`src/common/fu_pkg.sv`:
```
package fu_pkg;

	localparam int XLEN        = 64;
	localparam int INST_W      = 32;
	localparam int PRF_IDX_W   = 6;
	localparam int ROB_IDX_W   = 5;
	localparam int SHAMT_W     = 6;  // shift amount from opb

	localparam logic [PRF_IDX_W-1:0] ZERO_REG = '0;  // no destination

	localparam int MULT_STAGES  = 4;
	localparam int MULT_CHUNK_W = XLEN / MULT_STAGES;  // multiplier bits per stage

	// instruction fields
	localparam int ALU_OP_LSB   = 5;
	localparam int ALU_OP_W     = 4;
	localparam int BR_COND_LSB  = 26;
	localparam int BR_COND_W    = 3;
	localparam int BR_DISP_LSB  = 0;
	localparam int BR_DISP_W    = 21;
	localparam int MEM_DISP_LSB = 0;
	localparam int MEM_DISP_W   = 16;

	localparam int FU_SEL_W = 3;

	typedef enum logic [FU_SEL_W-1:0] {
		FU_NONE      = 3'd0,
		FU_ALU       = 3'd1,
		FU_BR_UNCOND = 3'd2,
		FU_BR_COND   = 3'd3,
		FU_MULT      = 3'd4,
		FU_LOAD      = 3'd5,
		FU_STORE     = 3'd6
	} fu_sel_e;

	typedef enum logic [ALU_OP_W-1:0] {
		ADD   = 4'h0,
		SUB   = 4'h1,
		AND   = 4'h2,
		OR    = 4'h3,
		XOR   = 4'h4,
		SLL   = 4'h5,
		SRL   = 4'h6,
		CMPEQ = 4'h7,
		CMPLT = 4'h8  // signed
	} alu_op_e;

	// opa tested against zero
	typedef enum logic [BR_COND_W-1:0] {
		BEQ = 3'd0,
		BNE = 3'd1,
		BLT = 3'd2,
		BGE = 3'd3
	} br_cond_e;

endpackage

```
`src/common/fu_iss_if.sv`:
```
`timescale 1ns/100ps

interface fu_iss_if;
	import fu_pkg::*;

	logic [XLEN-1:0]      opa;
	logic [XLEN-1:0]      opb;
	logic [INST_W-1:0]    inst;
	logic [XLEN-1:0]      npc;
	logic [PRF_IDX_W-1:0] dest_tag;
	logic [ROB_IDX_W-1:0] rob_idx;

	modport src (
		output opa, opb, inst, npc, dest_tag, rob_idx
	);

	// every unit sees the same bundle, qualified by its own start
	modport unit (
		input opa, opb, inst, npc, dest_tag, rob_idx
	);

endinterface

```
`src/common/fu_wb_if.sv`:
```
`timescale 1ns/100ps

interface fu_wb_if;
	import fu_pkg::*;

	logic                 req;  // level, held until gnt
	logic                 wr_en;
	logic [PRF_IDX_W-1:0] dest_tag;
	logic [ROB_IDX_W-1:0] rob_idx;
	logic [XLEN-1:0]      value;
	logic                 gnt;

	modport unit (
		output req, wr_en, dest_tag, rob_idx, value,
		input  gnt
	);

	modport arb (
		input  req, wr_en, dest_tag, rob_idx, value,
		output gnt
	);

endinterface

```
`src/verilog/fu_br.sv`:
```
`timescale 1ns/100ps

module fu_br (
	input  logic                         clk,
	input  logic                         reset_i,
	input  logic                         start_i,
	input  logic                         uncond_i,
	input  logic                         recovery_i,
	fu_iss_if.unit                       iss,
	fu_wb_if.unit                        wb,
	output logic                         br_done_o,
	output logic                         br_taken_o,
	output logic [fu_pkg::XLEN-1:0]      br_target_o,
	output logic [fu_pkg::ROB_IDX_W-1:0] br_idx_o
);
	import fu_pkg::*;

	br_cond_e             cond;
	logic                 cond_ok;
	logic [XLEN-1:0]      target;
	logic                 rep_r;   // report pulse
	logic                 req_r;
	logic                 taken_r;
	logic                 wr_en_r;
	logic [XLEN-1:0]      target_r;
	logic [XLEN-1:0]      link_r;
	logic [PRF_IDX_W-1:0] tag_r;
	logic [ROB_IDX_W-1:0] rob_r;

	assign cond = br_cond_e'(iss.inst[BR_COND_LSB +: BR_COND_W]);

	always_comb begin
		case (cond)
			BEQ:     cond_ok = (iss.opa == '0);
			BNE:     cond_ok = (iss.opa != '0);
			BLT:     cond_ok = ($signed(iss.opa) < 0);
			BGE:     cond_ok = ($signed(iss.opa) >= 0);
			default: cond_ok = 1'b0;
		endcase
	end

	// npc + disp * 4
	assign target = iss.npc + {{(XLEN-BR_DISP_W-2){iss.inst[BR_DISP_LSB+BR_DISP_W-1]}},
		iss.inst[BR_DISP_LSB +: BR_DISP_W], 2'b00};

	always_ff @(posedge clk) begin
		if (reset_i || recovery_i) begin
			rep_r <= 1'b0;
			req_r <= 1'b0;
		end else begin
			rep_r <= start_i;  // never waits for the bus
			if (start_i)
				req_r <= 1'b1;
			else if (wb.gnt)
				req_r <= 1'b0;
		end
	end

	always_ff @(posedge clk) begin
		if (start_i) begin
			taken_r  <= uncond_i | cond_ok;
			wr_en_r  <= uncond_i && (iss.dest_tag != ZERO_REG);  // link only
			target_r <= target;
			link_r   <= iss.npc;
			tag_r    <= iss.dest_tag;
			rob_r    <= iss.rob_idx;
		end
	end

	assign br_done_o   = rep_r;
	assign br_taken_o  = taken_r;
	assign br_target_o = target_r;
	assign br_idx_o    = rob_r;

	assign wb.req      = req_r;
	assign wb.wr_en    = wr_en_r;
	assign wb.dest_tag = tag_r;
	assign wb.rob_idx  = rob_r;
	assign wb.value    = link_r;

endmodule

```
`src/flat_wrapper.sv`:
```
// flat-port wrapper written by rule: the top's interface ports become plain ports
module fu_br_flat import fu_pkg::*;
  (clk, reset_i, start_i, uncond_i, recovery_i, br_done_o, br_taken_o, br_target_o, br_idx_o, iss_opa, iss_opb, iss_inst, iss_npc, iss_dest_tag, iss_rob_idx, wb_req, wb_wr_en, wb_dest_tag, wb_rob_idx, wb_value, wb_gnt);
  fu_iss_if iss_i ();
  fu_wb_if wb_i ();
  input  logic clk;
  input  logic reset_i;
  input  logic start_i;
  input  logic uncond_i;
  input  logic recovery_i;
  output logic br_done_o;
  output logic br_taken_o;
  output logic [fu_pkg::XLEN-1:0] br_target_o;
  output logic [fu_pkg::ROB_IDX_W-1:0] br_idx_o;
  input wire logic [$bits(iss_i.opa)-1:0] iss_opa;
  input wire logic [$bits(iss_i.opb)-1:0] iss_opb;
  input wire logic [$bits(iss_i.inst)-1:0] iss_inst;
  input wire logic [$bits(iss_i.npc)-1:0] iss_npc;
  input wire logic [$bits(iss_i.dest_tag)-1:0] iss_dest_tag;
  input wire logic [$bits(iss_i.rob_idx)-1:0] iss_rob_idx;
  output wire logic [$bits(wb_i.req)-1:0] wb_req;
  output wire logic [$bits(wb_i.wr_en)-1:0] wb_wr_en;
  output wire logic [$bits(wb_i.dest_tag)-1:0] wb_dest_tag;
  output wire logic [$bits(wb_i.rob_idx)-1:0] wb_rob_idx;
  output wire logic [$bits(wb_i.value)-1:0] wb_value;
  input wire logic [$bits(wb_i.gnt)-1:0] wb_gnt;
  assign iss_i.opa = iss_opa;
  assign iss_i.opb = iss_opb;
  assign iss_i.inst = iss_inst;
  assign iss_i.npc = iss_npc;
  assign iss_i.dest_tag = iss_dest_tag;
  assign iss_i.rob_idx = iss_rob_idx;
  assign wb_req = wb_i.req;
  assign wb_wr_en = wb_i.wr_en;
  assign wb_dest_tag = wb_i.dest_tag;
  assign wb_rob_idx = wb_i.rob_idx;
  assign wb_value = wb_i.value;
  assign wb_i.gnt = wb_gnt;
  fu_br u_core (.clk(clk), .reset_i(reset_i), .start_i(start_i), .uncond_i(uncond_i), .recovery_i(recovery_i), .iss(iss_i), .wb(wb_i), .br_done_o(br_done_o), .br_taken_o(br_taken_o), .br_target_o(br_target_o), .br_idx_o(br_idx_o));
endmodule
```
`config.mk`:
```
export PLATFORM = sky130hd
export DESIGN_NAME = fu_br_flat
export DESIGN_NICKNAME = d
export VERILOG_FILES = /design/src/common/fu_pkg.sv /design/src/common/fu_iss_if.sv /design/src/common/fu_wb_if.sv /design/src/verilog/fu_br.sv /design/src/flat_wrapper.sv
export SDC_FILE = /design/constraint.sdc
export NUM_CORES = 1
export LEC_CHECK = 0
export BUFFER_PORTS_ARGS = -buffer_cell sky130_fd_sc_hd__buf_4
export CORE_AREA = 2 2 152 154
export CTS_CLUSTER_DIAMETER = 60
export CTS_CLUSTER_SIZE = 14
export DETAILED_ROUTE_END_ITERATION = 10
export DIE_AREA = 0 0 154 156
export GPL_ROUTABILITY_DRIVEN = 0
export PLACE_DENSITY = 0.76
export SLEW_MARGIN = 5
export SYNTH_ARGS = -nofsm -noshare
export SYNTH_HDL_FRONTEND = slang
export SYNTH_SLANG_ARGS = --single-unit
```
`constraint.sdc`:
```
create_clock -name clk -period 7.6 [get_ports clk]
set_clock_uncertainty 0.2 [all_clocks]
set_input_delay 0.76 -clock clk [delete_from_list [all_inputs] [get_ports clk]]
set_output_delay 0.76 -clock clk [all_outputs]
set_load 0.02 [all_outputs]
```
==> metrics.txt <==
Area Overhead vs Synth 37.9%; global-route wire length before repair 36300 microns; total wire length 24600 microns; number of global-route vias before repair 6847; Starting Density 37.3%; IO Pins 389; dpl hpwl 19100 microns; CTS Buf Count 17; Hold WC Path Type input pin to flip-flop; via count 7023; Post-synth EDFFs 139; Synth Flop Type edfxtp_1; Worst Slack Setup Final 3.98 ns; post-synthesis cell type count 74; warnings from Yosys 0; Cells after Synth 731; Final ANT Viol Nets 0; run status finished, final reports clean; die width 154 microns; Port Buffers 316; gr ovfl total 0; post_cts resized 0; max cap viols 0; Worst VDD drop 0.000133 V; gr usage total 19.5%; Avg WL per Cell 18.5 microns; Fmax achieved 276 MHz; Yosys reg bits 141; Total Neg Setup Slack 0 ns; Antenna Cells 0; data required time at the worst endpoint 7.56 ns; Final period util 47.6%; drt pass-1 iters 5; crit-path max cell delay 0.44 ns; Clock Latency Late Sink 0.42 ns; Die Ht 156 microns; synthesized area 0.00834 sq mm; Total Die Area 0.0240 sq mm; pre-CTS setup slack 3.61 ns; RSZ-0062 raised after global routing false; Crit Path Category input pin to flip-flop; CP max stage cell ha_1; largest net degree at the start of global routing 86; CTS clk-pin slew, worst paths 0.06 ns; Min Hold Slack 0.305 ns; DRC Markers 0; Max FO, Critical Path 42; htree depth 4; CP cell instances buf_4, ha_1, a21oi_1, o21ai_0, a41oi_1, o21ai_1, nor2b_1, a211oi_2, o21ai_1, o311a_1; Worst slew margin 24.4%; Rows 55; final net count 1336; Max Slew Vio Count 0; CTS root buffer clkbuf_16; Avg Cell Area, Syn 11.4 sq um; worst slew pin tran 1.13 ns; maximum root-to-sink buffer count 2; Setup violations, final 0; Via density 5.28; Pwr per Cell Area 227 mW/mm^2; CTS tree done; postcts setup bufs 0; most used cell, CP o21ai_1; initial antenna violation count 1; CTS hold repair buffers 0; layout cell share with drive strength beyond 1 36.5%; WP data arrival 3.58 ns; Synth Net Count 1034; initial DRC count 488; FF-to-FF setup slack 6.77 ns; crit start category input pin; async set-or-reset flop fraction in the synthesized netlist 0%; register area share after synthesis 50.5%; P_leak 4.85 nW; Tmin final 3.62 ns; Worst Setup End Kind flip-flop; Final Hold Viols 0; core area 0.0224 sq mm; clock sink total 141
-- critical path: cells and delay by family --
kind / cells / cell delay [ns]
AOI/OAI and AO/OA: 7 / 1.80
adders and majority gates: 1 / 0.44
buffers and inverters: 1 / 0.41
and+or+nand+nor: 1 / 0.15
-- where the power goes --
part / leakage, nW / switching, mW / internal, mW / total [mW]
clock: 0.297 / 0.355 / 0.534 / 0.889
sequential: 1.38 / 0.0255 / 0.970 / 0.996
combinational: 3.18 / 0.417 / 0.307 / 0.724
total: 4.85 / 0.798 / 1.81 / 2.61
-- flip-flops by register name (all words and copies together), names as in the netlist --
register            cells
u_core.wb.value        64
u_core.br_target_o     62
u_core.wb.dest_tag      6
u_core.br_idx_o         5
u_core.br_done_o        1
u_core.br_taken_o       1
u_core.wb.req           1
u_core.wb.wr_en         1
-- worst paths after layout --
kind	startpoint	endpoint	cells past startpoint
worst min-delay path	recovery_i	u_core.br_done_o	2
worst min register to register	u_core.wb.req	u_core.wb.req	2
worst max register to register	u_core.wb.req	u_core.wb.req	2
worst max-delay path	iss_inst[20]	u_core.br_target_o[56]	10
-- Yosys cell counts, types with 5 or more instances --
cell type  count  area, sq um
clkbuf_1      10         37.5
inv_1         23         86.3
o21ai_1       12         60.1
nand2_1       46          173
o21ai_0       21          105
o21a_1         7         52.6
nand2b_1       5         31.3
and3_1         5         31.3
o21bai_1      15          113
nor2b_1        9         56.3
buf_2          9         45.0
xnor2_1       39          342
nand4_1       24          150
and2_1         5         31.3
buf_4         10         75.1
nand3_1       12         60.1
xor2_1        20          175
nor3_1        13         65.1
a31oi_1        5         31.3
edfxtp_1     139         4170
ha_1          61          763
nor4_1        18          113
nor2_1        41          154
a21oi_1       73          365
a21o_1        29          218
-- cell type report --
cell class | count | area (sq um)
fillers | 2013 | 10900
flip-flops and latches | 141 | 4210
multi-input cells | 533 | 3840
repair buffers | 317 | 2380
clock buffers | 19 | 443
well taps | 285 | 357
clock inverters | 13 | 178
inverters | 23 | 86.3
-- cells in the final DEF (no fill, tap or decap), drive strengths merged, types with 14 or more instances in the layout --
cell / n
a21oi: 79
nor3: 14
buf: 317
clkbuf: 19
nor4: 19
ha: 61
inv: 28
nand4: 25
nor2: 42
o21ai: 37
a21o: 29
nand2: 46
edfxtp: 139
xor2: 20
o21bai: 16
xnor2: 39
-- stage by stage --
step                      utilization (%)  std cells  instance area [sq um]  power, mW
after floorplan                         -        731                   8340       1.43
after global placement               48.7       1299                  10900       1.73
after detailed placement             48.7       1299                  10900       1.73
after CTS                            51.4       1331                  11500       2.63
after global routing                 51.4       1331                  11500       2.72
final                                51.4       1331                  11500       2.61
-- cells by family after synthesis --
family / Yosys count / share of synthesized area (%)
simple gates: 191 / 11.9
flops: 141 / 50.5
fa+ha+maj: 62 / 9.39
compound gates: 220 / 18.5
buf+inv: 57 / 3.42
xor+xnor: 59 / 6.19
mux: 1 / 0.120
-- per-layer routing --
| layer | share of wire (%) | vias to the layer above | GRT usage [%] |
|---|---|---|---|
| met5 | 0.053 | - | 0 |
| met4 | 2.2 | 2 | 6.45 |
| met3 | 6.2 | 35 | 4.72 |
| met2 | 52 | 261 | 35.5 |
| met1 | 40 | 3335 | 22.6 |
| li1 | - | 3390 | - |
No activity file was read; power rests on OpenSTA's default activity.
