File: config.mk
export PLATFORM = sky130hd
export DESIGN_NAME = fu_cdb_arb_flat
export DESIGN_NICKNAME = d
export VERILOG_FILES = /design/src/common/fu_pkg.sv /design/src/common/fu_wb_if.sv /design/src/verilog/fu_cdb_arb.sv /design/src/flat_wrapper.sv
export SDC_FILE = /design/constraint.sdc
export NUM_CORES = 1
export LEC_CHECK = 0
export ABC_AREA = 1
export BUFFER_PORTS_ARGS = -buffer_cell sky130_fd_sc_hd__buf_2
export CAP_MARGIN = 20
export CELL_PAD_IN_SITES_DETAIL_PLACEMENT = 1
export CELL_PAD_IN_SITES_GLOBAL_PLACEMENT = 1
export CORE_AREA = 2 2 153 155
export DETAILED_ROUTE_END_ITERATION = 10
export DIE_AREA = 0 0 155 157
export PLACE_DENSITY = 0.65
export SETUP_SLACK_MARGIN = 0.4
export SKIP_LAST_GASP = 1
export SYNTH_ARGS = -nofsm -noshare
export SYNTH_HDL_FRONTEND = slang
export SYNTH_SLANG_ARGS = --single-unit
File: constraint.sdc
create_clock -name vclk -period 2.2
set_input_delay 0.33 -clock vclk [all_inputs]
set_output_delay 0.33 -clock vclk [all_outputs]
set_load 0.05 [all_outputs]
File: src/common/fu_pkg.sv
package fu_pkg;

	localparam int XLEN        = 64;
	localparam int INST_W      = 32;
	localparam int PRF_IDX_W   = 6;
	localparam int ROB_IDX_W   = 5;
	localparam int SHAMT_W     = 6;  // shift amount from opb

	localparam logic [PRF_IDX_W-1:0] ZERO_REG = '0;  // no destination

	localparam int MULT_STAGES  = 4;
	localparam int MULT_CHUNK_W = XLEN / MULT_STAGES;  // multiplier bits per stage

	// instruction fields
	localparam int ALU_OP_LSB   = 5;
	localparam int ALU_OP_W     = 4;
	localparam int BR_COND_LSB  = 26;
	localparam int BR_COND_W    = 3;
	localparam int BR_DISP_LSB  = 0;
	localparam int BR_DISP_W    = 21;
	localparam int MEM_DISP_LSB = 0;
	localparam int MEM_DISP_W   = 16;

	localparam int FU_SEL_W = 3;

	typedef enum logic [FU_SEL_W-1:0] {
		FU_NONE      = 3'd0,
		FU_ALU       = 3'd1,
		FU_BR_UNCOND = 3'd2,
		FU_BR_COND   = 3'd3,
		FU_MULT      = 3'd4,
		FU_LOAD      = 3'd5,
		FU_STORE     = 3'd6
	} fu_sel_e;

	typedef enum logic [ALU_OP_W-1:0] {
		ADD   = 4'h0,
		SUB   = 4'h1,
		AND   = 4'h2,
		OR    = 4'h3,
		XOR   = 4'h4,
		SLL   = 4'h5,
		SRL   = 4'h6,
		CMPEQ = 4'h7,
		CMPLT = 4'h8  // signed
	} alu_op_e;

	// opa tested against zero
	typedef enum logic [BR_COND_W-1:0] {
		BEQ = 3'd0,
		BNE = 3'd1,
		BLT = 3'd2,
		BGE = 3'd3
	} br_cond_e;

endpackage

File: src/common/fu_wb_if.sv
`timescale 1ns/100ps

interface fu_wb_if;
	import fu_pkg::*;

	logic                 req;  // level, held until gnt
	logic                 wr_en;
	logic [PRF_IDX_W-1:0] dest_tag;
	logic [ROB_IDX_W-1:0] rob_idx;
	logic [XLEN-1:0]      value;
	logic                 gnt;

	modport unit (
		output req, wr_en, dest_tag, rob_idx, value,
		input  gnt
	);

	modport arb (
		input  req, wr_en, dest_tag, rob_idx, value,
		output gnt
	);

endinterface

File: src/verilog/fu_cdb_arb.sv
`timescale 1ns/100ps

module fu_cdb_arb (
	fu_wb_if.arb                         alu,
	fu_wb_if.arb                         br,
	fu_wb_if.arb                         mult,
	fu_wb_if.arb                         ldst,
	input  logic                         recovery_i,
	output logic                         done_o,
	output logic [fu_pkg::ROB_IDX_W-1:0] idx_o,
	output logic                         cdb_vld_o,
	output logic [fu_pkg::PRF_IDX_W-1:0] cdb_tag_o,
	output logic [fu_pkg::XLEN-1:0]      value_o,
	output logic                         stall_o
);
	import fu_pkg::*;

	logic any_req;
	logic sel_wr;

	assign any_req = br.req | ldst.req | alu.req | mult.req;

	// br > ldst > alu > mult
	always_comb begin
		br.gnt    = 1'b0;
		ldst.gnt  = 1'b0;
		alu.gnt   = 1'b0;
		mult.gnt  = 1'b0;
		sel_wr    = 1'b0;
		cdb_tag_o = ZERO_REG;
		idx_o     = '0;
		value_o   = '0;
		if (br.req) begin
			br.gnt    = 1'b1;
			sel_wr    = br.wr_en;
			cdb_tag_o = br.dest_tag;
			idx_o     = br.rob_idx;
			value_o   = br.value;
		end else if (ldst.req) begin
			ldst.gnt  = 1'b1;
			sel_wr    = ldst.wr_en;
			cdb_tag_o = ldst.dest_tag;
			idx_o     = ldst.rob_idx;
			value_o   = ldst.value;
		end else if (alu.req) begin
			alu.gnt   = 1'b1;
			sel_wr    = alu.wr_en;
			cdb_tag_o = alu.dest_tag;
			idx_o     = alu.rob_idx;
			value_o   = alu.value;
		end else if (mult.req) begin
			mult.gnt  = 1'b1;
			sel_wr    = mult.wr_en;
			cdb_tag_o = mult.dest_tag;
			idx_o     = mult.rob_idx;
			value_o   = mult.value;
		end
	end

	assign done_o    = any_req & ~recovery_i;  // flushed results never complete
	assign cdb_vld_o = sel_wr & ~recovery_i;
	assign stall_o   = ($countones({br.req, ldst.req, alu.req, mult.req}) > 1);

endmodule

File: src/flat_wrapper.sv
// flat-port wrapper written by rule: the top's interface ports become plain ports
module fu_cdb_arb_flat import fu_pkg::*;
  (recovery_i, done_o, idx_o, cdb_vld_o, cdb_tag_o, value_o, stall_o, alu_req, alu_wr_en, alu_dest_tag, alu_rob_idx, alu_value, alu_gnt, br_req, br_wr_en, br_dest_tag, br_rob_idx, br_value, br_gnt, mult_req, mult_wr_en, mult_dest_tag, mult_rob_idx, mult_value, mult_gnt, ldst_req, ldst_wr_en, ldst_dest_tag, ldst_rob_idx, ldst_value, ldst_gnt);
  fu_wb_if alu_i ();
  fu_wb_if br_i ();
  fu_wb_if mult_i ();
  fu_wb_if ldst_i ();
  input  logic recovery_i;
  output logic done_o;
  output logic [fu_pkg::ROB_IDX_W-1:0] idx_o;
  output logic cdb_vld_o;
  output logic [fu_pkg::PRF_IDX_W-1:0] cdb_tag_o;
  output logic [fu_pkg::XLEN-1:0] value_o;
  output logic stall_o;
  input wire logic [$bits(alu_i.req)-1:0] alu_req;
  input wire logic [$bits(alu_i.wr_en)-1:0] alu_wr_en;
  input wire logic [$bits(alu_i.dest_tag)-1:0] alu_dest_tag;
  input wire logic [$bits(alu_i.rob_idx)-1:0] alu_rob_idx;
  input wire logic [$bits(alu_i.value)-1:0] alu_value;
  output wire logic [$bits(alu_i.gnt)-1:0] alu_gnt;
  input wire logic [$bits(br_i.req)-1:0] br_req;
  input wire logic [$bits(br_i.wr_en)-1:0] br_wr_en;
  input wire logic [$bits(br_i.dest_tag)-1:0] br_dest_tag;
  input wire logic [$bits(br_i.rob_idx)-1:0] br_rob_idx;
  input wire logic [$bits(br_i.value)-1:0] br_value;
  output wire logic [$bits(br_i.gnt)-1:0] br_gnt;
  input wire logic [$bits(mult_i.req)-1:0] mult_req;
  input wire logic [$bits(mult_i.wr_en)-1:0] mult_wr_en;
  input wire logic [$bits(mult_i.dest_tag)-1:0] mult_dest_tag;
  input wire logic [$bits(mult_i.rob_idx)-1:0] mult_rob_idx;
  input wire logic [$bits(mult_i.value)-1:0] mult_value;
  output wire logic [$bits(mult_i.gnt)-1:0] mult_gnt;
  input wire logic [$bits(ldst_i.req)-1:0] ldst_req;
  input wire logic [$bits(ldst_i.wr_en)-1:0] ldst_wr_en;
  input wire logic [$bits(ldst_i.dest_tag)-1:0] ldst_dest_tag;
  input wire logic [$bits(ldst_i.rob_idx)-1:0] ldst_rob_idx;
  input wire logic [$bits(ldst_i.value)-1:0] ldst_value;
  output wire logic [$bits(ldst_i.gnt)-1:0] ldst_gnt;
  assign alu_i.req = alu_req;
  assign alu_i.wr_en = alu_wr_en;
  assign alu_i.dest_tag = alu_dest_tag;
  assign alu_i.rob_idx = alu_rob_idx;
  assign alu_i.value = alu_value;
  assign alu_gnt = alu_i.gnt;
  assign br_i.req = br_req;
  assign br_i.wr_en = br_wr_en;
  assign br_i.dest_tag = br_dest_tag;
  assign br_i.rob_idx = br_rob_idx;
  assign br_i.value = br_value;
  assign br_gnt = br_i.gnt;
  assign mult_i.req = mult_req;
  assign mult_i.wr_en = mult_wr_en;
  assign mult_i.dest_tag = mult_dest_tag;
  assign mult_i.rob_idx = mult_rob_idx;
  assign mult_i.value = mult_value;
  assign mult_gnt = mult_i.gnt;
  assign ldst_i.req = ldst_req;
  assign ldst_i.wr_en = ldst_wr_en;
  assign ldst_i.dest_tag = ldst_dest_tag;
  assign ldst_i.rob_idx = ldst_rob_idx;
  assign ldst_i.value = ldst_value;
  assign ldst_gnt = ldst_i.gnt;
  fu_cdb_arb u_core (.alu(alu_i), .br(br_i), .mult(mult_i), .ldst(ldst_i), .recovery_i(recovery_i), .done_o(done_o), .idx_o(idx_o), .cdb_vld_o(cdb_vld_o), .cdb_tag_o(cdb_tag_o), .value_o(value_o), .stall_o(stall_o));
endmodule
==> impl_metrics.env, run 1 <==
export IMPL_status="complete, no violations"
export IMPL_met3_usage=0.0300
export IMPL_leakage_nw=4.24
export IMPL_crit_path_start_kind="input pin"
export IMPL_maxSlewHeadroom=0.680
export IMPL_drv_cap=0
export IMPL_wire_per_inst_um=21.3
export IMPL_grt_busiest_layer="met2"
export IMPL_core_area_um2=22500
export IMPL_power_frac_clock=0
export IMPL_drc_errors=0
export IMPL_synth_nets=931
export IMPL_vias=6130
export IMPL_start_util=0.133
export IMPL_antenna_found_initial=2
export IMPL_grt_usage=0.167
export IMPL_gp_congestion=0.770
export IMPL_num_io_pins=391
export IMPL_path_max_fanout=10
export IMPL_grt_ovfl_total=0
export IMPL_setup_viol=0
export IMPL_cp_data_required_time_ps=1870
export IMPL_cp_slowest_cell="bufbuf_16"
export IMPL_die_h_um=157
export IMPL_p_int_mw=0.979
export IMPL_finalHoldViolations=0
export IMPL_switchingPower_mw=1.27
export IMPL_fillers=2818
export IMPL_hold_ws_ps=1000
export IMPL_drt_wl_total_mm=28.2
export IMPL_synth_top_area_share=0.503
export IMPL_power_frac_seq=0
export IMPL_fin_nets=1353
export IMPL_crit_arrival_ps=1700
export IMPL_syn_to_final_growth_pct=171
export IMPL_most_common_layout_cells="buf_2, nand2_1, nand3_1"
export IMPL_dr_first_iter_drc_count=270
export IMPL_yosysTopAreaCell="nand3_1"
export IMPL_dr_pass1_iters=4
export IMPL_worstHoldStart="recovery_i"
export IMPL_rsz0062_at_grt="yes"
export IMPL_drv_slew=0
export IMPL_grt_pass1_vias=5964
export IMPL_dpl_cell_area_um2=5240
export IMPL_clock_buffer_count=0
export IMPL_met2_usage=0.328
export IMPL_viasPerCell=4.64
export IMPL_hold_path_end="done_o"
export IMPL_layout_drive_gt1_share=0.630
export IMPL_seq_area_frac_synth=0
export IMPL_die_area_um2=24300
export IMPL_final_antenna_net_count=0
export IMPL_syn_inst=616
export IMPL_seq_area_um2=0
export IMPL_path_cells="buf_12, buf_12, buf_16, nor2_4, buf_6, bufbuf_16, nand3_1, nand3_1, buf_6"
export IMPL_rows=55
export IMPL_finalCritPeriodShare=0.921
export IMPL_vdd_ir_drop_max_v=0.000166
export IMPL_power_density_nw_per_um2=278
export IMPL_critPathBufInv=6
export IMPL_dpl_worst_slack_ps=43.5
export IMPL_swShare=0.565
export IMPL_critPathMaxStageDelay_ps=290
export IMPL_crit_family="buffers and inverters"
export IMPL_post_route_min_period_ps=2030
export IMPL_crit_path_end_kind="primary output"
export IMPL_fp_dieW_um=155
export IMPL_netlist_area_um2=2990
export IMPL_seq_cells=0
export IMPL_holdPathStages=3
export IMPL_hold_path_class="in -> out"
export IMPL_synthTopCellsByArea="nand3_1, nand2_1, inv_1"
export IMPL_fmax_mhz=493
export IMPL_pwr_share_comb=1.000
export IMPL_ys_warn_count=0
export IMPL_grt_start_max_net_pins=43
export IMPL_multiInputGateArea_um2=3200
export IMPL_final_common_cell="buf_2"
export IMPL_port_buffer_count=391
export IMPL_yosys_cell_types_count=21
export IMPL_fin_tns_setup_ps=0
export IMPL_grt_pass1_wl_mm=32.1
export IMPL_grt_util_met1=0.188
export IMPL_utilization=0.360
export IMPL_syn_avg_cell_area_um2=4.85
export IMPL_fin_ws_ps=173
export IMPL_tightest_slew_ps=479
export IMPL_hpwl_mm=15.8
export IMPL_post_route_cell_area_um2=8090
export IMPL_path_class="in -> out"
-- worst min-delay path, cell delays in order --
cell and delay (ps):
buf_2 100, a31oi_2 40, buf_2 200
-- logic make-up after synthesis --
family	after synthesis	synth area share
fa+ha+maj	6	0.0276
simple gates	466	0.720
compound gates	2	0.00377
buf+inv	142	0.248
-- stage by stage --
stage               std cells  power (mW)
finish                   1322        2.25
global route             1321        2.37
CTS                      1289        1.83
detailed placement       1263        1.48
global placement         1263        1.46
floorplan                 616       0.941
-- worst max path at each step --
| stage | startpoint | end | slack (ps) | cells past startpoint |
|---|---|---|---|---|
| 6_report | alu_req | value_o[27] | 170 | 9 |
| 5_1_grt | alu_req | value_o[27] | 140 | 9 |
| 4_1_cts | br_req | stall_o | 220 | 8 |
| 3_5_place_dp | alu_req | stall_o | 40 | 7 |
| 3_3_place_gp | alu_req | stall_o | 70 | 7 |
| 2_1_floorplan | br_req | stall_o | 130 | 8 |
-- Yosys cell counts --
cell,n
a21oi_1,1
buf_4,8
nor2_4,1
buf_12,1
ha_1,5
buf_2,25
nor3_1,1
fa_1,1
inv_2,11
nor2_1,6
buf_8,1
a31oi_1,1
clkbuf_1,8
buf_6,16
clkinv_1,22
inv_1,49
buf_1,1
nand3_1,300
or2_2,1
nor2_8,1
nand2_1,156
-- routing by layer --
| layer | up-vias | share of wire |
|---|---|---|
| met3 | 52 | 0.064 |
| met5 | - | 0.00043 |
| li1 | 2872 | - |
| met2 | 306 | 0.52 |
| met4 | 2 | 0.028 |
| met1 | 2898 | 0.39 |
-- what timing repair did --
item | 4_1_cts | 5_1_grt
hold buffers | 0 | 0
cloned | 13 | 18
setup endpoints to repair | 77 | 77
buffers inserted | 13 | 14
gates resized for setup | 188 | 267
pin swaps | 28 | 86
endpoints found under the hold margin | 0 | 0
-- area by class of cell --
cell class                      count  area share
Timing Repair Buffer              480       0.521
Multi-Input combinational cell    474       0.395
Tap cell                          285      0.0441
Inverter                           82      0.0396
Antenna cell                        1    0.000309
-- power by group through the flow --
stage / combinational [mW] / clock, mW / sequential, mW
2_1_floorplan: 0.941 / 0 / 0
3_3_place_gp: 1.46 / 0 / 0
3_5_place_dp: 1.48 / 0 / 0
4_1_cts: 1.83 / 0 / 0
5_1_grt: 2.37 / 0 / 0
6_report: 2.25 / 0.0000000608 / 0
Note: power is estimated with default switching activity, not from simulation.
==> inputs of run 2 (changes only) <==
SETUP_SLACK_MARGIN = unset   (was 0.4)
==> run 2 against run 1 <==
Against the previous run: via count fell by 10%; critical endpoint is now stall_o; fmax fell by 3.2%; worst hold slack worse by 1.3 ps; combinational power shrank 36%; critical path type unchanged; sequential share of layout area did not move; final cell count fell by 5.4%; routed wire length down 32%; first-iteration DRC count is 2.6% higher.
==> impl_metrics.env, run 2 (synthesized netlist as in run 1, its figures left out) <==
export IMPL_leakage_nw=3.06
export IMPL_swShare=0.683
export IMPL_cp_data_required_time_ps=1870
export IMPL_num_io_pins=391
export IMPL_gp_congestion=0.890
export IMPL_switchingPower_mw=0.982
export IMPL_start_util=0.133
export IMPL_vias=5515
export IMPL_dpl_worst_slack_ps=81.9
export IMPL_fin_tns_setup_ps=0
export IMPL_ctsHoldBuffers=0
export IMPL_most_common_layout_cells="buf_2, nand3_1, nand2_1"
export IMPL_hold_ws_ps=1000
export IMPL_hold_path_class="in -> out"
export IMPL_drv_cap=0
export IMPL_power_density_nw_per_um2=282
export IMPL_holdPathStages=3
export IMPL_die_area_um2=24300
export IMPL_crit_path_end_kind="primary output"
export IMPL_final_antenna_net_count=0
export IMPL_power_frac_seq=0
export IMPL_hold_path_end="done_o"
export IMPL_path_class="in -> out"
export IMPL_grt_usage=0.145
export IMPL_antenna_found_initial=0
export IMPL_hpwl_mm=15.5
export IMPL_layoutNonFillerInstCount=1251
export IMPL_dpl_cell_area_um2=5090
export IMPL_final_common_cell="buf_2"
export IMPL_worstHoldStart="recovery_i"
export IMPL_die_h_um=157
export IMPL_port_buffer_count=391
export IMPL_crit_path_start_kind="input pin"
export IMPL_syn_to_final_growth_pct=70.4
export IMPL_dp_cells=1251
export IMPL_seq_cells=0
export IMPL_wire_per_inst_um=15.2
export IMPL_power_total_mw=1.44
export IMPL_core_area_um2=22500
export IMPL_fp_dieW_um=155
export IMPL_cts_resized=0
export IMPL_power_frac_clock=0
export IMPL_tightest_slew_ps=523
export IMPL_pwr_share_comb=1.000
export IMPL_finalCritPeriodShare=0.951
export IMPL_viasPerCell=4.41
export IMPL_layout_drive_gt1_share=0.439
export IMPL_dr_first_iter_drc_count=277
export IMPL_post_route_cell_area_um2=5090
export IMPL_seq_area_um2=0
export IMPL_fmax_mhz=478
export IMPL_dr_pass1_iters=4
export IMPL_grt_start_max_net_pins=78
export IMPL_status="complete, no violations"
export IMPL_rows=55
export IMPL_crit_arrival_ps=1760
export IMPL_cp_slowest_cell="fa_1"
export IMPL_grt_pass1_wl_mm=29.1
export IMPL_drt_wl_total_mm=19.1
export IMPL_rsz0062_at_grt="no"
export IMPL_critPathMaxStageDelay_ps=420
export IMPL_fin_ws_ps=107
export IMPL_fin_nets=1283
export IMPL_utilization=0.226
export IMPL_p_int_mw=0.456
export IMPL_drc_errors=0
export IMPL_clock_buffer_count=0
export IMPL_finalHoldViolations=0
export IMPL_drv_slew=0
export IMPL_path_max_fanout=3
export IMPL_grt_pass1_vias=5704
export IMPL_post_route_min_period_ps=2090
export IMPL_grt_ovfl_total=0
export IMPL_vdd_ir_drop_max_v=0.000126
export IMPL_path_cells="buf_4, inv_2, ha_1, inv_1, nor2_1, fa_1, or2_4, buf_2"
export IMPL_setup_viol=0
export IMPL_cts_setup_buffers=0
export IMPL_n_antenna_cell=0
export IMPL_maxSlewHeadroom=0.651
## run 2: cell type report
type,count,area (um2)
fill,3073,17400
inverter,82,308
multi-input combinational,474,2250
tap,285,357
timing repair buffer,410,2180
## run 2: worst max-delay path, delay by kind of cell
family	cells	cell delay, ps
simple gates	2	360
buf+inv	4	390
fa+ha+maj	2	680
## run 2: layer usage
layer  up-vias  track usage  routed length [um]
li1       2716            -                   -
met2       241        0.287                9830
met1      2546        0.169                7540
met4         0       0.0119                 173
met5         -            0                   0
met3        12       0.0253                1520
## run 2: how the worst max path moves through the flow
stage / slack (ps) / cells past startpoint / start / end
3_3_place_gp: 110 / 8 / br_req / stall_o
2_1_floorplan: 70 / 8 / br_req / stall_o
6_report: 110 / 8 / ldst_req / stall_o
4_1_cts: 90 / 8 / ldst_req / stall_o
3_5_place_dp: 80 / 8 / ldst_req / stall_o
5_1_grt: 10 / 8 / ldst_req / stall_o
## run 2: power by group through the flow
stage	Sequential, mW	Combinational [mW]	Clock, mW
global route	0	1.56	0
CTS	0	1.45	0
detailed placement	0	1.45	0
finish	0	1.44	0
floorplan	0	0.934	0
global placement	0	1.43	0
