File: src/common/fu_pkg.sv
package fu_pkg;

	localparam int XLEN        = 64;
	localparam int INST_W      = 32;
	localparam int PRF_IDX_W   = 6;
	localparam int ROB_IDX_W   = 5;
	localparam int SHAMT_W     = 6;  // shift amount from opb

	localparam logic [PRF_IDX_W-1:0] ZERO_REG = '0;  // no destination

	localparam int MULT_STAGES  = 4;
	localparam int MULT_CHUNK_W = XLEN / MULT_STAGES;  // multiplier bits per stage

	// instruction fields
	localparam int ALU_OP_LSB   = 5;
	localparam int ALU_OP_W     = 4;
	localparam int BR_COND_LSB  = 26;
	localparam int BR_COND_W    = 3;
	localparam int BR_DISP_LSB  = 0;
	localparam int BR_DISP_W    = 21;
	localparam int MEM_DISP_LSB = 0;
	localparam int MEM_DISP_W   = 16;

	localparam int FU_SEL_W = 3;

	typedef enum logic [FU_SEL_W-1:0] {
		FU_NONE      = 3'd0,
		FU_ALU       = 3'd1,
		FU_BR_UNCOND = 3'd2,
		FU_BR_COND   = 3'd3,
		FU_MULT      = 3'd4,
		FU_LOAD      = 3'd5,
		FU_STORE     = 3'd6
	} fu_sel_e;

	typedef enum logic [ALU_OP_W-1:0] {
		ADD   = 4'h0,
		SUB   = 4'h1,
		AND   = 4'h2,
		OR    = 4'h3,
		XOR   = 4'h4,
		SLL   = 4'h5,
		SRL   = 4'h6,
		CMPEQ = 4'h7,
		CMPLT = 4'h8  // signed
	} alu_op_e;

	// opa tested against zero
	typedef enum logic [BR_COND_W-1:0] {
		BEQ = 3'd0,
		BNE = 3'd1,
		BLT = 3'd2,
		BGE = 3'd3
	} br_cond_e;

endpackage

File: src/common/fu_iss_if.sv
`timescale 1ns/100ps

interface fu_iss_if;
	import fu_pkg::*;

	logic [XLEN-1:0]      opa;
	logic [XLEN-1:0]      opb;
	logic [INST_W-1:0]    inst;
	logic [XLEN-1:0]      npc;
	logic [PRF_IDX_W-1:0] dest_tag;
	logic [ROB_IDX_W-1:0] rob_idx;

	modport src (
		output opa, opb, inst, npc, dest_tag, rob_idx
	);

	// every unit sees the same bundle, qualified by its own start
	modport unit (
		input opa, opb, inst, npc, dest_tag, rob_idx
	);

endinterface

File: src/common/fu_wb_if.sv
`timescale 1ns/100ps

interface fu_wb_if;
	import fu_pkg::*;

	logic                 req;  // level, held until gnt
	logic                 wr_en;
	logic [PRF_IDX_W-1:0] dest_tag;
	logic [ROB_IDX_W-1:0] rob_idx;
	logic [XLEN-1:0]      value;
	logic                 gnt;

	modport unit (
		output req, wr_en, dest_tag, rob_idx, value,
		input  gnt
	);

	modport arb (
		input  req, wr_en, dest_tag, rob_idx, value,
		output gnt
	);

endinterface

File: src/verilog/fu_ldst.sv
`timescale 1ns/100ps

module fu_ldst (
	input  logic                    clk,
	input  logic                    reset_i,
	input  logic                    start_i,
	input  logic                    store_i,
	input  logic                    recovery_i,
	fu_iss_if.unit                  iss,
	fu_wb_if.unit                   wb,
	output logic                    mem_rd_en_o,
	output logic                    mem_wr_en_o,
	output logic [fu_pkg::XLEN-1:0] mem_addr_o,
	output logic [fu_pkg::XLEN-1:0] mem_wr_data_o,
	input  logic [fu_pkg::XLEN-1:0] mem_rd_data_i
);
	import fu_pkg::*;

	typedef enum logic [1:0] {
		IDLE    = 2'd0,
		LD_REQ  = 2'd1,
		LD_WAIT = 2'd2,
		DONE    = 2'd3
	} ldst_state_e;

	ldst_state_e          state;
	ldst_state_e          nxt_state;
	logic [XLEN-1:0]      addr;
	logic [XLEN-1:0]      addr_r;
	logic [XLEN-1:0]      st_data_r;
	logic [XLEN-1:0]      ld_data_r;
	logic [PRF_IDX_W-1:0] tag_r;
	logic [ROB_IDX_W-1:0] rob_r;
	logic                 st_r;
	logic                 wr_pulse;

	assign addr = iss.opb + {{(XLEN-MEM_DISP_W){iss.inst[MEM_DISP_LSB+MEM_DISP_W-1]}},
		iss.inst[MEM_DISP_LSB +: MEM_DISP_W]};

	always_comb begin
		nxt_state = state;
		case (state)
			LD_REQ:  nxt_state = LD_WAIT;
			LD_WAIT: nxt_state = wb.gnt ? IDLE : DONE;
			DONE:    if (wb.gnt) nxt_state = IDLE;
			default: ;
		endcase
		if (start_i)
			nxt_state = store_i ? DONE : LD_REQ;  // store done right away
	end

	always_ff @(posedge clk) begin
		if (reset_i || recovery_i) begin
			state    <= IDLE;
			wr_pulse <= 1'b0;
		end else begin
			state    <= nxt_state;
			wr_pulse <= start_i & store_i;
		end
	end

	always_ff @(posedge clk) begin
		if (start_i) begin
			addr_r    <= addr;
			st_data_r <= iss.opa;
			tag_r     <= iss.dest_tag;
			rob_r     <= iss.rob_idx;
			st_r      <= store_i;
		end
		if (state == LD_WAIT)
			ld_data_r <= mem_rd_data_i;  // kept in case the bus is busy
	end

	assign mem_rd_en_o   = (state == LD_REQ);
	assign mem_wr_en_o   = wr_pulse;
	assign mem_addr_o    = addr_r;
	assign mem_wr_data_o = st_data_r;

	// read data sits on the port during LD_WAIT
	assign wb.req      = (state == LD_WAIT) || (state == DONE);
	assign wb.wr_en    = ~st_r && (tag_r != ZERO_REG);
	assign wb.dest_tag = tag_r;
	assign wb.rob_idx  = rob_r;
	assign wb.value    = (state == LD_WAIT) ? mem_rd_data_i : ld_data_r;

endmodule

File: src/flat_wrapper.sv
// flat-port wrapper written by rule: the top's interface ports become plain ports
module fu_ldst_flat import fu_pkg::*;
  (clk, reset_i, start_i, store_i, recovery_i, mem_rd_en_o, mem_wr_en_o, mem_addr_o, mem_wr_data_o, mem_rd_data_i, iss_opa, iss_opb, iss_inst, iss_npc, iss_dest_tag, iss_rob_idx, wb_req, wb_wr_en, wb_dest_tag, wb_rob_idx, wb_value, wb_gnt);
  fu_iss_if iss_i ();
  fu_wb_if wb_i ();
  input  logic clk;
  input  logic reset_i;
  input  logic start_i;
  input  logic store_i;
  input  logic recovery_i;
  output logic mem_rd_en_o;
  output logic mem_wr_en_o;
  output logic [fu_pkg::XLEN-1:0] mem_addr_o;
  output logic [fu_pkg::XLEN-1:0] mem_wr_data_o;
  input  logic [fu_pkg::XLEN-1:0] mem_rd_data_i;
  input wire logic [$bits(iss_i.opa)-1:0] iss_opa;
  input wire logic [$bits(iss_i.opb)-1:0] iss_opb;
  input wire logic [$bits(iss_i.inst)-1:0] iss_inst;
  input wire logic [$bits(iss_i.npc)-1:0] iss_npc;
  input wire logic [$bits(iss_i.dest_tag)-1:0] iss_dest_tag;
  input wire logic [$bits(iss_i.rob_idx)-1:0] iss_rob_idx;
  output wire logic [$bits(wb_i.req)-1:0] wb_req;
  output wire logic [$bits(wb_i.wr_en)-1:0] wb_wr_en;
  output wire logic [$bits(wb_i.dest_tag)-1:0] wb_dest_tag;
  output wire logic [$bits(wb_i.rob_idx)-1:0] wb_rob_idx;
  output wire logic [$bits(wb_i.value)-1:0] wb_value;
  input wire logic [$bits(wb_i.gnt)-1:0] wb_gnt;
  assign iss_i.opa = iss_opa;
  assign iss_i.opb = iss_opb;
  assign iss_i.inst = iss_inst;
  assign iss_i.npc = iss_npc;
  assign iss_i.dest_tag = iss_dest_tag;
  assign iss_i.rob_idx = iss_rob_idx;
  assign wb_req = wb_i.req;
  assign wb_wr_en = wb_i.wr_en;
  assign wb_dest_tag = wb_i.dest_tag;
  assign wb_rob_idx = wb_i.rob_idx;
  assign wb_value = wb_i.value;
  assign wb_i.gnt = wb_gnt;
  fu_ldst u_core (.clk(clk), .reset_i(reset_i), .start_i(start_i), .store_i(store_i), .recovery_i(recovery_i), .iss(iss_i), .wb(wb_i), .mem_rd_en_o(mem_rd_en_o), .mem_wr_en_o(mem_wr_en_o), .mem_addr_o(mem_addr_o), .mem_wr_data_o(mem_wr_data_o), .mem_rd_data_i(mem_rd_data_i));
endmodule
File: config.mk
export PLATFORM = sky130hd
export DESIGN_NAME = fu_ldst_flat
export DESIGN_NICKNAME = d
export VERILOG_FILES = /design/src/common/fu_pkg.sv /design/src/common/fu_iss_if.sv /design/src/common/fu_wb_if.sv /design/src/verilog/fu_ldst.sv /design/src/flat_wrapper.sv
export SDC_FILE = /design/constraint.sdc
export NUM_CORES = 1
export LEC_CHECK = 0
export BUFFER_PORTS_ARGS = -buffer_cell sky130_fd_sc_hd__buf_2
export CORE_AREA = 2 2 200 202
export CTS_CLUSTER_SIZE = 8
export DETAILED_ROUTE_END_ITERATION = 16
export DIE_AREA = 0 0 202 204
export PLACE_DENSITY = 0.64
export SLEW_MARGIN = 0
export SYNTH_ARGS = -nofsm -noshare
export SYNTH_HDL_FRONTEND = slang
export SYNTH_SLANG_ARGS = --single-unit
File: constraint.sdc
create_clock -name clk -period 2.6 [get_ports clk]
set_clock_uncertainty 0.05 [all_clocks]
set_input_delay 0.13 -clock clk [delete_from_list [all_inputs] [get_ports clk]]
set_output_delay 0.13 -clock clk [all_outputs]
set_load 0.01 [all_outputs]
==> results of run 1 <==
==> synthesized netlist by cell type (all sizes together), types with 3 or more instances <==
master | count | share of area (%)
edfxtp | 140 | 42
a21oi | 77 | 3.9
dfxtp | 67 | 13
ha | 66 | 8.2
mux2 | 64 | 7.1
nand2 | 62 | 2.3
nor2 | 43 | 1.6
xnor2 | 42 | 3.6
a21o | 36 | 2.7
o21ai | 35 | 1.7
clkbuf | 20 | 0.75
xor2 | 19 | 1.6
inv | 17 | 0.63
nand4 | 14 | 0.87
nand3 | 11 | 0.54
nor2b | 11 | 0.68
nor3 | 11 | 0.54
o21bai | 10 | 0.74
o21a | 9 | 0.67
a31oi | 6 | 0.43
and2 | 5 | 0.31
and3 | 5 | 0.31
nand2b | 5 | 0.31
o211ai | 5 | 0.37
o31ai | 5 | 0.64
and4 | 4 | 0.35
nor4 | 4 | 0.25
a2111oi | 3 | 0.26
a221oi | 3 | 0.26
a31o | 3 | 0.26
a41oi | 3 | 0.26
buf | 3 | 0.11
o221ai | 3 | 0.32
o31a | 3 | 0.26
==> worst min path at each step <==
stage,startpoint,to,slack [ns],cells after the start
finish,start_i,u_core.mem_addr_o[23],0.03,1
global placement,iss_opa[2],u_core.mem_wr_data_o[2],0.26,1
global route,start_i,u_core.mem_addr_o[23],0.03,1
detailed placement,iss_opa[10],u_core.mem_wr_data_o[10],0.26,1
CTS,iss_opb[62],u_core.mem_addr_o[62],0.01,3
floorplan,reset_i,u_core.mem_wr_en_o,0.16,1
==> worst max-delay path, stage by stage <==
cell,delay (ns)
buf_2,0.10
ha_1,0.37
nand2_1,0.10
or3b_1,0.39
a31oi_2,0.31
o2111a_2,0.31
nor2_2,0.06
o31ai_4,0.28
a21oi_4,0.14
o31ai_4,0.23
a41oi_1,0.17
xnor2_1,0.16
==> routing by layer <==
metal	vias up	track usage (%)	wire (um)
li1	4777	-	-
met3	63	2.92	2170
met5	-	0	0
met1	4551	20.1	15000
met2	339	30.1	18400
met4	0	6.91	1300
==> repair_timing <==
item	in CTS	in global routing
resized for setup	1	19
hold endpoints to repair	146	0
endpoints found under the setup margin	1	17
hold buffers	149	0
pin swaps	0	2
==> report_power, final <==
part	total, uW	internal [uW]	switching, uW
combinational	3200	1600	1600
clock	3640	2220	1420
sequential	4330	4160	175
==> final cells by class <==
cell class              instances  area (sq um)  share of cell area (%)
repair buffers                792          5290                    31.2
flip-flops and latches        207          5550                    32.7
inverters                      17          63.8                   0.377
diodes                          1          2.50                  0.0148
well taps                     525           657                    3.88
multi-input cells             592          4500                    26.6
clock buffers                  52           865                    5.10
clock inverters                 1          16.3                  0.0960
==> through the flow <==
stage	util, %	setup WS, ns
floorplan	-	0.0234
global placement	37.0	-0.555
detailed placement	37.0	-0.637
CTS	43.0	0.0135
global route	43.2	-0.0158
finish	43.2	0.113
==> cell families after synthesis <==
logic type      Yosys count
compound gates          214
xor+xnor                 61
fa+ha+maj                67
buf+inv                  40
flops                   207
mux                      66
simple gates            184
==> registers in the layout, summed over array words and instances, names as in the netlist <==
register,count
u_core.ld_data_r,64
u_core.mem_addr_o,64
u_core.mem_wr_data_o,64
u_core.mem_wr_en_o,1
u_core.st_r,1
u_core.state,2
u_core.wb.dest_tag,6
u_core.wb.rob_idx,5
==> run summary, run 1 <==
worst-margin pin slew: 0.684 ns
mapped cell area: 10,100 sq um
Die X: 202 um
Rows: 73
Max Freq: 402 MHz
total track usage: 16.9%
mux cell area share after synthesis: 7.32%
largest net degree at the start of global routing: 64
grt ovf: 0
sequential share of the synthesized area: 54.8%
wire per inst: 16.8 um
power per cell area: 659 nW/um^2
WL final: 36,800 um
Final Instance Count excl. Fillers: 2,187
R2R cell count: 8
Main synth FF type: edfxtp_1
CP required: 2.86 ns
Seq cells post-synth: 207
Lkg Pwr: 0.00768 uW
synthesis-to-finish area growth: 67.5%
overall power: 11,200 uW
I/O pin cnt: 512
synth warn: 0
initial antenna violation count: 2
share of post-route cells with drive strength above 1: 46.2%
post-placement cell count: 1,984
Clock transition at path regs: 0.06 ns
min cycle time layout: 2.49 ns
Final Setup Violations: 0
global-route wire length before repair: 54,800 um
Num CTS Buffers: 30
die height: 204 um
EDFF count, synth: 140
final hold slack: 0.0339 ns
crit end category: flip-flop
Synth Instances: 839
Filler Cell Count: 3,552
Final Instance Area: 16,900 sq um
CTS tree: built
Root Buffer: clkbuf_16
Synth cell types: 61
Compound-Gate Fraction of Synth Area: 13.9%
H-tree depth: 1
Avg Vias per Cell: 4.45
reg2reg setup slack: 0.27 ns
clk buf depth: 3
crit path launch type: input port
NumNets Final: 2,012
commonest non-fill, non-tap cell in the layout: buf_2
WS Path Type: input port to flip-flop
Worst Hold Class: input port to flip-flop
Simple-Gate Fraction of Synth Area: 8.76%
final count of pins violating max slew: 0
Post-Synth XOR/XNOR Area: 5.28%
largest fanout on the critical path: 4
crit path DAT: 2.75 ns
dpl hpwl: 27,200 um
gpl congestion: 0.901
VDD IR max: 0.451 mV
Mean Syn Cell Area: 12.1 sq um
clock latency at the later pin of the worst-skew pair: 0.55 ns
final setup TNS: 0 ns
DRT iter0 DRCs: 469
Core ar.: 39,200 sq um
crit path from: iss_inst[4]
RSZ-0062 raised after global routing: yes
endpoints failing hold: 0
run status: complete, no violations
Residual DRC: 0
fin crit share: 95.7%
reg2reg start: u_core.state[0]
Rel. slew slack: 54.4%
commonest non-fill, non-tap cells in the layout: 429 x buf_2, 208 x buf_4, 149 x dlygate4sd3_1
Placed Area: 14,500 sq um
routed vias: 9,730
Adder-Cell Fraction of Synth Area: 8.36%
starting density of the core: 25.8%
first-pass iteration count of the detailed router: 5
max-cap violations: 0
vias in the first global route: 9,972
Post-CTS Setup Inserts: 0
IO buf count: 431
CTS Sinks: 207
largest family of logic cells by synthesized area: compound AO/OA/AOI/OAI gates
full die area: 41,200 sq um
syn_nets: 1,211
worst flop-to-flop path endpoint: u_core.state[1]
crit path to: u_core.mem_addr_o[49]
Antenna Nets Post-Route: 0
Async SR Flop Fraction: 0%
No activity file was read; power rests on OpenSTA's default activity.
==> run 2: changes to the inputs <==
--- a/config.mk
+++ b/config.mk
@@ -6,11 +6,12 @@
 export NUM_CORES = 1
 export LEC_CHECK = 0
 export BUFFER_PORTS_ARGS = -buffer_cell sky130_fd_sc_hd__buf_2
-export CORE_AREA = 2 2 200 202
+export CORE_AREA = 4 4 196 198
 export CTS_CLUSTER_SIZE = 8
 export DETAILED_ROUTE_END_ITERATION = 16
-export DIE_AREA = 0 0 202 204
-export PLACE_DENSITY = 0.64
+export DIE_AREA = 0 0 200 202
+export HOLD_SLACK_MARGIN = 0.08
+export PLACE_DENSITY_LB_ADDON = 0.05
 export SLEW_MARGIN = 0
 export SYNTH_ARGS = -nofsm -noshare
 export SYNTH_HDL_FRONTEND = slang
==> run 2 against run 1 <==
First-iteration DRC count shrank 23%. Sequential power decreased by 0.9%. Register-to-register slack better by 0.03 ns. Clock power increased by 1%. Largest power group unchanged.
==> run summary, run 2 (synthesized netlist as in run 1, its figures left out) <==
critical path's slowest cell: o31a_1
commonest non-fill, non-tap cells in the layout: 429 x buf_2, 218 x buf_4, 164 x dlygate4sd3_1
Final Instance Count excl. Fillers: 2,160
Rel. slew slack: 47.0%
Core ar.: 36,500 sq um
endpoints failing hold: 0
DRT iter0 DRCs: 362
first-pass iteration count of the detailed router: 4
Place WS: -0.659 ns
full die area: 40,400 sq um
share of post-route cells with drive strength above 1: 46.9%
crit path DAT: 2.71 ns
Lkg Pwr: 0.00784 uW
H-tree depth: 1
CTS Sinks: 207
gpl congestion: 0.806
final count of pins violating max slew: 0
RSZ-0062 raised after global routing: no
NumNets Final: 2,039
max incr delay on CP: 0.35 ns
Root Buffer: clkbuf_16
final setup TNS: 0 ns
grt ovf: 0
global-route wire length before repair: 56,900 um
IO buf count: 431
min cycle time layout: 2.47 ns
WHS Path Cells: 4
cell mode on critical path: o31a_1
worst-margin pin slew: 0.794 ns
dpl hpwl: 30,700 um
largest net degree at the start of global routing: 77
crit path launch type: input port
WS Path Type: input port to flip-flop
Die X: 200 um
Clock transition at path regs: 0.05 ns
largest fanout on the critical path: 8
Max Freq: 406 MHz
Num CTS Buffers: 30
crit end category: flip-flop
R2R cell count: 7
overall power: 11,300 uW
commonest non-fill, non-tap cell in the layout: buf_2
routed vias: 9,579
Antenna Nets Post-Route: 0
CP required: 2.85 ns
power per cell area: 654 nW/um^2
CTS tree: built
VDD IR max: 0.466 mV
wire per inst: 18.0 um
die height: 202 um
Rows: 70
initial antenna violation count: 1
synthesis-to-finish area growth: 70.7%
clk buf depth: 3
clock latency at the later pin of the worst-skew pair: 0.55 ns
Residual DRC: 0
WL final: 38,800 um
Avg Vias per Cell: 4.43
Worst Hold Class: input port to flip-flop
CP Cell Sequence: buf_6 > buf_12 > ha_4 > buf_6 > nand2_4 > o21a_1 > o21ai_2 > a31oi_2 > o31a_1 > and2_4 > o31a_1 > o31a_1 > o21ai_2 > xor2_1
Final Setup Violations: 0
fin crit share: 94.8%
total track usage: 17.9%
vias in the first global route: 9,981
post-placement cell count: 1,937
run status: complete, no violations
I/O pin cnt: 512
final worst slack: 0.134 ns
max-cap violations: 0
starting density of the core: 27.7%
## run 2: layout make-up
cell class                 instances  area, sq um
antenna                            1         2.50
fill                            3530        19300
clock inverter                     1         16.3
tap                              468          586
multi-input combinational        592         4610
clock buffer                      55          875
sequential                       207         5550
inverter                          17         63.8
timing repair buffer             819         5560
## run 2: stage by stage
stage	hold WS, ns	cell area, sq um	util [%]
floorplan	0.156	10100	-
global placement	0.257	14500	39.7
detailed placement	0.258	14500	39.7
CTS	0.0826	17100	46.7
global route	0.0990	17300	47.3
finish	0.110	17300	47.3
## run 2: routing by layer
layer	GRT usage, %	share of wire, %	wire length [um]	vias up
met3	3.53	6.5	2510	49
met5	0	0	0	-
li1	-	-	-	4836
met2	31.9	49	19000	277
met1	21.9	42	16400	4417
met4	4.90	2.6	990	0
## run 2: report_power, final
group          internal (uW)  switching, uW  leakage, uW
Clock                   2230           1450     0.000424
Sequential              4150            137      0.00193
Combinational           1660           1650      0.00548
Total                   8050           3240      0.00784
## run 2: timing repair
action	in CTS	in global routing
cloned	0	1
setup endpoints to repair	45	13
endpoints found under the hold margin	162	0
buffers inserted	0	1
pin swaps	0	18
hold buffers	164	0
gates resized for setup	3	34
## run 2: path summary, 6_finish.rpt
kind	from	slack, ns	endpoint
worst max register to register	u_core.state[0]	0.30	u_core.state[1]
worst max-delay path	iss_inst[15]	0.13	u_core.mem_addr_o[60]
worst min register to register	u_core.ld_data_r[5]	0.42	u_core.ld_data_r[5]
worst min-delay path	iss_opb[26]	0.11	u_core.mem_addr_o[26]
## run 2: worst max-delay path: cells and delay by family
family / cells / cell delay, ns
AO/OA/AOI/OAI: 7 / 1.64
buffers and inverters: 3 / 0.35
AND/OR/NAND/NOR: 2 / 0.23
adder cells (fa/ha/maj): 1 / 0.27
XOR/XNOR: 1 / 0.08
==> run 3: changes to the inputs <==
--- a/config.mk
+++ b/config.mk
@@ -6,10 +6,10 @@
 export NUM_CORES = 1
 export LEC_CHECK = 0
 export BUFFER_PORTS_ARGS = -buffer_cell sky130_fd_sc_hd__buf_2
-export CORE_AREA = 4 4 196 198
+export CORE_AREA = 4 4 198 200
 export CTS_CLUSTER_SIZE = 8
 export DETAILED_ROUTE_END_ITERATION = 16
-export DIE_AREA = 0 0 200 202
+export DIE_AREA = 0 0 202 204
 export HOLD_SLACK_MARGIN = 0.08
 export PLACE_DENSITY_LB_ADDON = 0.05
 export SLEW_MARGIN = 0
==> run 3 against run 2 <==
Cell area fell by 0.49%. Critical endpoint is now u_core.mem_addr_o[63]. Via count fell by 0.38%. Critical path type unchanged. Cell count rose by 1.2%. Register-to-register slack improved by 0.24 ns. Sequential power barely moved. Setup slack improved by 0.015 ns. Non-clock buffer count fell by 16. First-iteration DRC count rose by 4.7%. Maximum frequency rose by 0.61%. Clock power barely moved.
==> run summary, run 3 (synthesized netlist as in run 1, its figures left out) <==
clock latency at the later pin of the worst-skew pair: 0.55 ns
commonest non-fill, non-tap cell in the layout: buf_2
WHS Path Cells: 4
grt ovf: 0
CP Cell Sequence: buf_2 > buf_12 > ha_1 > and4_1 > nand2b_1 > nor2_1 > or4_4 > o21ai_2 > buf_4 > nand2_1 > a22oi_2 > a21oi_4 > a31oi_2 > xnor2_1
Final Setup Violations: 0
min cycle time layout: 2.45 ns
switching share of total power: 28.8%
critical path's slowest cell: or4_4
max incr delay on CP: 0.55 ns
commonest non-fill, non-tap cells in the layout: 430 x buf_2, 209 x buf_4, 159 x dlygate4sd3_1
vias in the first global route: 10,100
max-cap violations: 0
CP bufs+invs: 3
routed vias: 9,543
internal power: 8030 uW
fin crit share: 94.3%
Antenna Nets Post-Route: 0
Comb pwr share: 29.1%
H-tree depth: 1
Rel. slew slack: 57.5%
final worst slack: 0.149 ns
full die area: 41,200 sq um
wire per inst: 17.7 um
I/O pin cnt: 512
Avg Vias per Cell: 4.37
Worst Hold Class: input port to flip-flop
Worst Hold End: u_core.mem_addr_o[25]
starting density of the core: 27.0%
reg2reg setup slack: 0.54 ns
final count of pins violating max slew: 0
synthesis-to-finish area growth: 69.8%
Rows: 71
gpl congestion: 0.788
first-pass iteration count of the detailed router: 4
R2R cell count: 7
crit path launch type: input port
CTS Sinks: 207
crit end category: flip-flop
WL final: 38,600 um
IO buf count: 431
dpl hpwl: 30,800 um
clock power share: 32.9%
VDD IR max: 0.514 mV
Num CTS Buffers: 30
CP required: 2.85 ns
final setup TNS: 0 ns
endpoints failing hold: 0
initial antenna violation count: 2
worst flop-to-flop path endpoint: u_core.state[0]
largest fanout on the critical path: 16
run status: complete, no violations
clk buf depth: 3
Clock transition at path regs: 0.05 ns
Filler Cell Count: 3,622
reg2reg start: u_core.state[0]
WS Path Type: input port to flip-flop
largest net degree at the start of global routing: 64
global-route wire length before repair: 58,600 um
power per cell area: 657 nW/um^2
sequential power share: 38.0%
Root Buffer: clkbuf_16
min-delay src: iss_opb[25]
NumNets Final: 2,023
CP delay by family, top: simple AND/OR/NAND/NOR gates
Max Freq: 408 MHz
Residual DRC: 0
Place WS: -0.670 ns
crit path DAT: 2.70 ns
DRT iter0 DRCs: 379
Core ar.: 37,400 sq um
Die X: 202 um
share of post-route cells with drive strength above 1: 46.7%
Lkg Pwr: 0.00775 uW
worst-margin pin slew: 0.638 ns
total track usage: 17.9%
die height: 204 um
CTS tree: built
Psw: 3240 uW
[run 3: cell count changes in the layout (fill, tap and decap cells not counted), sizes merged]
cell / change
clkbuf: -3
buf: -10
dlygate4sd3: -5
diode: +1
[run 3: worst reg2reg max path, stage by stage, from the launching register on]
cell           delay, ns
dfxtp_1             0.36
inv_1               0.10
ha_4                0.24
mux2i_1             0.21
nor3_1              0.07
a311oi_1            0.27
nor3_1              0.07
dlygate4sd3_1       0.56
[run 3: how the worst max path moves through the flow]
stage | startpoint | endpoint | cells after the start
6_report | iss_inst[15] | u_core.mem_addr_o[63] | 14
5_1_grt | iss_inst[15] | u_core.mem_addr_o[54] | 16
4_1_cts | iss_inst[15] | u_core.mem_addr_o[62] | 14
3_5_place_dp | iss_inst[15] | u_core.mem_addr_o[63] | 14
3_3_place_gp | iss_inst[15] | u_core.mem_addr_o[63] | 14
2_1_floorplan | iss_inst[15] | u_core.mem_addr_o[49] | 11
[run 3: timing repair]
action                                  in CTS  in global routing
hold buffers                               159                  0
resized for setup                            2                 34
endpoints found under the setup margin      41                 14
pin swaps                                    0                 13
setup buffers                                0                  2
endpoints found under the hold margin      210                  0
[run 3: layer usage]
metal / up-vias / share of wire (%) / global-route usage [%]
li1: 4804 / - / -
met1: 4426 / 42 / 21.7
met2: 267 / 50 / 32.1
met3: 46 / 5.7 / 4.03
met4: 0 / 2.6 / 5.30
met5: - / 0 / 0
[run 3: cell type report]
cell class | instances | area (sq um) | share of cell area, %
antenna | 2 | 5.00 | 0.0291
clock buffer | 53 | 878 | 5.11
clock inverter | 1 | 16.3 | 0.0947
inverter | 17 | 63.8 | 0.372
multi-input combinational | 592 | 4620 | 26.9
sequential | 207 | 5550 | 32.3
tap | 511 | 639 | 3.72
timing repair buffer | 803 | 5400 | 31.5
[run 3: power by group through the flow]
stage	Sequential (uW)	Clock [uW]	Combinational (uW)
global placement	4330	0	3050
detailed placement	4350	0	3050
finish	4280	3710	3280
CTS	4290	3870	3280
global route	4340	4010	3570
floorplan	4470	0	1300
[run 3: through the flow]
stage          power (uW)  util (%)  std cells  area (sq um)  hold slack, ns
2_1_floorplan        5780         -        839         10100           0.156
3_3_place_gp         7390      38.7       1969         14500           0.257
3_5_place_dp         7400      38.7       1969         14500           0.258
4_1_cts             11400      45.4       2182         17000          0.0818
5_1_grt             11900      45.9       2186         17200          0.0906
6_report            11300      45.9       2186         17200           0.117
